==> config.mk <==
export PLATFORM = sky130hd
export DESIGN_NAME = axi_sram_controller
export DESIGN_NICKNAME = d
export VERILOG_FILES = /design/src/design/sram_pkg.sv /design/src/design/axi_sram_controller.sv
export SDC_FILE = /design/constraint.sdc
export NUM_CORES = 1
export LEC_CHECK = 0
export ABC_AREA = 1
export BUFFER_PORTS_ARGS = -buffer_cell sky130_fd_sc_hd__buf_2
export CAP_MARGIN = 30
export CORE_MARGIN = 2
export CORE_UTILIZATION = 40
export CTS_BUF_LIST = sky130_fd_sc_hd__clkbuf_8 sky130_fd_sc_hd__clkbuf_16
export CTS_CLUSTER_DIAMETER = 50
export DETAILED_ROUTE_END_ITERATION = 8
export PLACE_DENSITY = 0.81
export SKIP_LAST_GASP = 1
export SLEW_MARGIN = 5
export SYNTH_ARGS = -nofsm -noshare
export SYNTH_HDL_FRONTEND = slang
export SYNTH_SLANG_ARGS = --single-unit
==> constraint.sdc <==
create_clock -name axi_clk -period 2.81 [get_ports axi_clk]
set_input_delay 0.281 -clock axi_clk [delete_from_list [all_inputs] [get_ports axi_clk]]
set_output_delay 0.281 -clock axi_clk [all_outputs]
set_load 0.01 [all_outputs]
==> src/design/sram_pkg.sv <==
`default_nettype none

package sram_pkg;

  // sram chip geometry, also used as the axi-lite address and data width
  localparam int addr_w = 20;
  localparam int data_w = 16;
  localparam int strb_w = data_w / 8;

  // axi response codes
  typedef enum logic [1:0] {
    okay   = 2'b00,
    slverr = 2'b10
  } axi_resp_e;

  // axi side transaction fsm
  typedef enum logic [2:0] {
    idle,
    write_issue,
    write_resp,
    read_issue,
    read_resp,
    reject_resp
  } arb_state_e;

  // chip pin sequencer
  typedef enum logic [1:0] {
    pin_idle,
    pin_setup,
    pin_access,
    pin_done
  } pin_state_e;

  // command held stable while req is high
  typedef struct packed {
    logic              write;
    logic [addr_w-1:0] addr;
    logic [data_w-1:0] wdata;
  } sram_cmd_t;

  // result held stable while ack is high
  typedef struct packed {
    logic [data_w-1:0] rdata;
  } sram_rsp_t;

endpackage

`default_nettype wire
==> src/design/axi_sram_controller.sv <==
`default_nettype none

module axi_sram_controller (
  input  wire                          axi_clk,
  input  wire                          axi_resetn,

  // write address channel
  input  wire  [sram_pkg::addr_w-1:0]  awaddr,
  input  wire                          awvalid,
  output logic                         awready,

  // write data channel
  input  wire  [sram_pkg::data_w-1:0]  wdata,
  input  wire  [sram_pkg::strb_w-1:0]  wstrb,
  input  wire                          wvalid,
  output logic                         wready,

  // write response channel
  output sram_pkg::axi_resp_e          bresp,
  output logic                         bvalid,
  input  wire                          bready,

  // read address channel
  input  wire  [sram_pkg::addr_w-1:0]  araddr,
  input  wire                          arvalid,
  output logic                         arready,

  // read data channel
  output logic [sram_pkg::data_w-1:0]  rdata,
  output sram_pkg::axi_resp_e          rresp,
  output logic                         rvalid,
  input  wire                          rready,

  // four-phase link to the pin sequencer
  output logic                         req,
  output sram_pkg::sram_cmd_t          cmd,
  input  wire                          ack,
  input  wire  sram_pkg::sram_rsp_t    rsp
);

  sram_pkg::arb_state_e state;

  // which side wins the next contested grant
  logic write_first;

  logic write_pending;
  logic read_pending;
  logic can_accept;
  logic contested;
  logic grant_write;
  logic grant_read;
  logic full_word;

  // a write needs both address and data before it can compete
  assign write_pending = awvalid && wvalid;
  assign read_pending  = arvalid;

  // previous exchange must be fully closed, ack included
  assign can_accept = (state == sram_pkg::idle) && !ack;
  assign contested  = write_pending && read_pending;

  assign grant_write = can_accept && write_pending && (!read_pending || write_first);
  assign grant_read  = can_accept && read_pending && !grant_write;

  // ready is only high in the single idle cycle where the grant is made
  assign awready = grant_write;
  assign wready  = grant_write;
  assign arready = grant_read;

  // only whole-word writes reach the chip
  assign full_word = &wstrb;

  // reads from the chip cannot fail
  assign rresp = sram_pkg::okay;

  always_ff @(posedge axi_clk) begin
    if (!axi_resetn) begin
      state       <= sram_pkg::idle;
      write_first <= 1'b0;
      req         <= 1'b0;
      bvalid      <= 1'b0;
      rvalid      <= 1'b0;
    end else begin
      // flip only when both sides asked, so back-to-back pairs alternate
      if (contested && can_accept) begin
        write_first <= !write_first;
      end

      case (state)
        sram_pkg::idle: begin
          if (grant_write) begin
            if (full_word) begin
              req   <= 1'b1;
              state <= sram_pkg::write_issue;
            end else begin
              // partial strobes, answer without touching the chip
              bvalid <= 1'b1;
              state  <= sram_pkg::reject_resp;
            end
          end else if (grant_read) begin
            req   <= 1'b1;
            state <= sram_pkg::read_issue;
          end
        end

        sram_pkg::write_issue: begin
          if (ack) begin
            req    <= 1'b0;
            bvalid <= 1'b1;
            state  <= sram_pkg::write_resp;
          end
        end

        sram_pkg::read_issue: begin
          if (ack) begin
            req    <= 1'b0;
            rvalid <= 1'b1;
            state  <= sram_pkg::read_resp;
          end
        end

        sram_pkg::write_resp,
        sram_pkg::reject_resp: begin
          if (bready) begin
            bvalid <= 1'b0;
            state  <= sram_pkg::idle;
          end
        end

        sram_pkg::read_resp: begin
          if (rready) begin
            rvalid <= 1'b0;
            state  <= sram_pkg::idle;
          end
        end

        default: begin
          req    <= 1'b0;
          bvalid <= 1'b0;
          rvalid <= 1'b0;
          state  <= sram_pkg::idle;
        end
      endcase
    end
  end

  // command and response payload
  always_ff @(posedge axi_clk) begin
    if (grant_write) begin
      cmd.write <= 1'b1;
      cmd.addr  <= awaddr;
      cmd.wdata <= wdata;
      if (full_word) begin
        bresp <= sram_pkg::okay;
      end else begin
        bresp <= sram_pkg::slverr;
      end
    end else if (grant_read) begin
      cmd.write <= 1'b0;
      cmd.addr  <= araddr;
    end

    // rsp is valid for as long as ack is high
    if (state == sram_pkg::read_issue && ack) begin
      rdata <= rsp.rdata;
    end
  end

endmodule

`default_nettype wire

==> impl_metrics.yaml, run 1 <==
global_route:
  grt_pass1_vias: 1795
  grt_max_degree: 42
  grt_use_total_pct: 16.8
  antenna_found_initial: 0
  grt_pass1_wl_microns: 8140
  grt_overflow: 0
synth:
  post_synth.cell_area_avg_sq_um: 11.6
  yosysSeqAreaShare_pct: 72.3
  synth_area_sq_um: 2420
  ys_types: 20
  syn_inst: 209
  ys_seq_elements: 61
  ys_warn_count: 0
sta:
  period_needed_ps: 2070
  finalHoldViolations: 0
  tightest_slew_ps: 731
  slew_violations: 0
  setup_tns_ps: 0
  relSlewSlack_pct: 51.2
  finClkSkew_ps: 7.88
  max_freq_mhz: 484
  fin_hold_ws_ps: 128
  setup_viol: 0
  timing.final.crit_share_pct: 73.6
  rsz0062_at_grt: "false"
setup_path:
  critPathSlowestCell: "buf_4"
  rr_worst_depth: 7
  rrSetupSlack_ps: 900
  critPathKind: "flop to primary output"
  path_cells: "nor2_4, nand3_2, nor2_4, buf_4, nor2_1, buf_2"
  cp.required_ps: 2530
  critPathMaxStageDelay_ps: 420
  cp-end-kind: "primary output"
  startpoint_type: "flop"
  crit_arrival_ps: 1790
  worstPathMaxFanout: 41
  cpMostUsedCell: "nor2_4"
finish:
  final_nets: 439
  diodes: 0
  layout_commonest_cell: "buf_2"
  mostFrequentLayoutCells: "141 x buf_2, 85 x nand2_1, 53 x edfxtp_1"
  drive_gt1_share_pct: 48.1
  area_growth_pct: 39.0
pwr:
  power.density_nw_per_um2: 692
  p_leak_nw: 1.63
  finalPower_w: 0.00233
  ir_drop_mv: 0.287
routing:
  num_vias: 1955
  ant_nets: 0
  viasPerCell: 4.47
  drtIter0Drc: 101
  drcViolationCount: 0
  wl_per_cell_microns: 12.9
  dr.pass1.iters: 4
  finalWirelength_microns: 5630
flow_run:
  drv_cap: 0
floorplanning:
  start_util_pct: 41.2
  num_rows: 28
  die_y_microns: 81.8
  core_sq_um: 5890
  die_x_microns: 81.8
  die-area_sq_um: 6700
  ios: 145
clocking:
  clockBufferDepth: 2
  tritoncts: "yes"
  worstSkewPairLatency_ps: 320
  cts_buffers: 9
  root_buffer: "clkbuf_8"
  htree_num_levels: 3
  ctsHoldBuffers: 0
  cts.clk_slew.worst_paths_ps: 70
  post_cts_buffers: 0
  cts_resized: 0
  clock_sinks: 61
placement:
  dp_hpwl_microns: 4330
  port_buffers: 141
  place_congestion: 0.901
hold_path:
  holdPathStages: 1
  hold_class: "primary input to flop"
status:
  outcome: "finished clean"
cells by family (layout without fill, tap and decap cells):
| group | after synthesis | count (layout) | share of synthesized area [%] |
|---|---|---|---|
| AND/OR/NAND/NOR | 114 | 114 | 20.6 |
| flip-flops | 61 | 61 | 72.3 |
| buffers and inverters | 22 | 173 | 4.44 |
| AO/OA/AOI/OAI | 11 | 11 | 2.53 |
| other | 1 | 3 | 0.155 |
worst max-delay path, delay by kind of cell, from the launching register on:
family	cells	cell delay [ps]
AND/OR/NAND/NOR	4	500
buffers and inverters	2	590
flip-flops	1	380
sequential cells by signal, indices dropped and copies added, names as in the netlist:
name         cells
bresp            1
bvalid           1
cmd             37
rdata           16
req              1
rvalid           1
state            3
write_first      1
where the power goes:
group / leakage [nW] / internal (W) / switching (W) / total [W]
clock network: 0.0963 / 0.000360 / 0.000307 / 0.000666
logic: 0.982 / 0.000205 / 0.000317 / 0.000522
registers: 0.549 / 0.00110 / 0.0000456 / 0.00114
metrics by stage:
stage	instance area (sq um)	setup WS [ps]	std cells	utilization (%)
after floorplan	2430	1090	211	-
after global placement	3190	947	421	54.2
after detailed placement	3190	871	421	54.2
after CTS	3370	713	437	57.2
after global routing	3370	620	437	57.2
final	3370	743	437	57.2
per-layer routing:
layer	share of wire, %	track usage (%)	vias to the layer above	wire, microns
li1	-	-	984	-
met1	36	17.5	883	2020
met2	54	30.6	84	3030
met3	8.9	4.73	4	499
met4	1.5	9.00	0	83
met5	0	0	-	0
cell type report:
cell class / count / area (sq um)
well taps: 75 / 93.8
fillers: 534 / 2520
clock buffers: 11 / 151
inverters: 14 / 52.6
repair buffers: 143 / 721
multi-input cells: 128 / 572
flip-flops and latches: 61 / 1750
clock inverters: 5 / 26.3
path summary, 6_finish.rpt:
kind,from,endpoint
setup / recovery,state[1],arready
hold / removal,rsp[14],rdata[14]
setup reg to reg,state[1],cmd[17]
hold reg to reg,req,req
cell usage after synthesis (all sizes together):
master	number	area share, %
a21oi	7	1.6
buf	8	2.3
nand3b	1	0.31
inv	14	2.2
o211ai	1	0.31
o21ai	3	0.62
edfxtp	53	66
nor2	14	3.3
dfxtp	8	6.6
conb	1	0.15
and2	1	0.36
nand2	88	14
nand3	10	2.7
Power figures use the tool's default switching activity.
==> inputs of run 2 (changes only) <==
- CORE_UTILIZATION: 40 -> 39
- PLACE_DENSITY: 0.81 -> 0.82
- clock period: 2.81 -> 1.8 ns (I/O delays scaled with it)
==> impl_metrics.yaml, run 2 (synthesis results as in run 1) <==
status:
  outcome: "finished clean"
setup_path:
  critPathMaxStageDelay_ps: 390
  cp-end-kind: "primary output"
  critPathSlowestCell: "dfxtp_1"
  path_cells: "nor2_4, nand3_2, nor2_4, buf_12, nor2_1, buf_2"
  worstPathMaxFanout: 16
  cpMostUsedCell: "nor2_4"
  startpoint_type: "flop"
  critPathKind: "flop to primary output"
  cp.required_ps: 1620
  cp_top_family: "simple AND/OR/NAND/NOR gates"
  crit_arrival_ps: 1520
  cp_num_buf_inv: 2
clocking:
  cts_buffers: 9
  htree_num_levels: 3
  tritoncts: "yes"
  root_buffer: "clkbuf_8"
  cts_resized: 0
  clockBufferDepth: 2
  worstSkewPairLatency_ps: 330
  clock_sinks: 61
  cts.clk_slew.worst_paths_ps: 70
placement:
  place_congestion: 0.855
  post-place-ws_ps: 221
  dp_cells: 423
  port_buffers: 141
  dp_hpwl_microns: 4180
floorplanning:
  num_rows: 28
  start_util_pct: 40.7
  die_y_microns: 82.8
  die_x_microns: 82.8
  ios: 145
  die-area_sq_um: 6860
  core_sq_um: 5960
global_route:
  grt_use_total_pct: 16.7
  grt_pass1_wl_microns: 9120
  grt_pass1_vias: 2068
  grt_max_degree: 33
  antenna_found_initial: 0
  grt_overflow: 0
routing:
  finalWirelength_microns: 5640
  drcViolationCount: 0
  wl_per_cell_microns: 12.8
  ant_nets: 0
  viasPerCell: 4.56
  dr.pass1.iters: 4
  num_vias: 2009
  drtIter0Drc: 80
hold_path:
  hold_class: "primary input to flop"
finish:
  largest_reg_flops: 37
  stdcell_count: 441
  layout_commonest_cell: "buf_2"
  area_growth_pct: 42.2
  top_regs: "cmd: 37 flops, rdata: 16 flops, state: 3 flops"
  largest-register: "cmd"
  drive_gt1_share_pct: 47.8
  final_core_util_pct: 57.9
  final_nets: 443
  mostFrequentLayoutCells: "141 x buf_2, 85 x nand2_1, 53 x edfxtp_1"
  diodes: 0
pwr:
  power.density_nw_per_um2: 1090
  p_leak_nw: 1.66
  finalPower_w: 0.00376
  ir_drop_mv: 0.531
sta:
  timing.final.crit_share_pct: 94.4
  layout_setup_ws_ps: 100
  finClkSkew_ps: 12.7
  rsz0062_at_grt: "false"
  setup_tns_ps: 0
  slew_violations: 0
  period_needed_ps: 1700
  finalHoldViolations: 0
  max_freq_mhz: 588
  setup_viol: 0
flow_run:
  drv_cap: 0
## run 2: worst register-to-register path, delay by kind of cell (launching register included)
family / cells / cell delay [ps]
flops: 1 / 390
simple gates: 4 / 510
buf+inv: 3 / 400
## run 2: path summary, 6_finish.rpt
| path | to | slack, ps | depth (start not counted) | startpoint |
|---|---|---|---|---|
| setup reg to reg | cmd[32] | 190 | 7 | state[1] |
| hold / removal | cmd[13] | 20 | 1 | wdata[13] |
| hold reg to reg | cmd[36] | 440 | 2 | cmd[36] |
| setup / recovery | arready | 100 | 6 | state[1] |
## run 2: repair_timing
action / CTS / global route
hold buffers: 0 / 0
setup buffers: 0 / 1
setup endpoints to repair: 0 / 3
## run 2: per-stage QoR
| stage | hold slack, ps | cell area (sq um) |
|---|---|---|
| after floorplan | 279 | 2430 |
| after global placement | 357 | 3230 |
| final | 22.7 | 3450 |
| after detailed placement | 358 | 3230 |
| after CTS | 9.75 | 3410 |
| after global routing | 9.73 | 3450 |
## run 2: power breakdown
group          switching (W)  internal [W]  total, W
Combinational       0.000496      0.000350  0.000846
Clock               0.000504      0.000619   0.00112
Sequential         0.0000756       0.00171   0.00179
Total                0.00108       0.00268   0.00376
## run 2: layout make-up
class                   instances  area [sq um]
multi-input cells             128           572
clock buffers                   9           124
clock inverters                 7          60.1
fillers                       519          2510
well taps                      75          93.8
repair buffers                147           793
flip-flops and latches         61          1750
inverters                      14          52.6
## run 2: metal layers
layer	up-vias	wire, microns	track usage, %
li1	994	-	-
met1	894	2080	18.0
met2	105	2850	28.4
met3	16	537	5.77
met4	0	171	9.39
met5	-	0	0
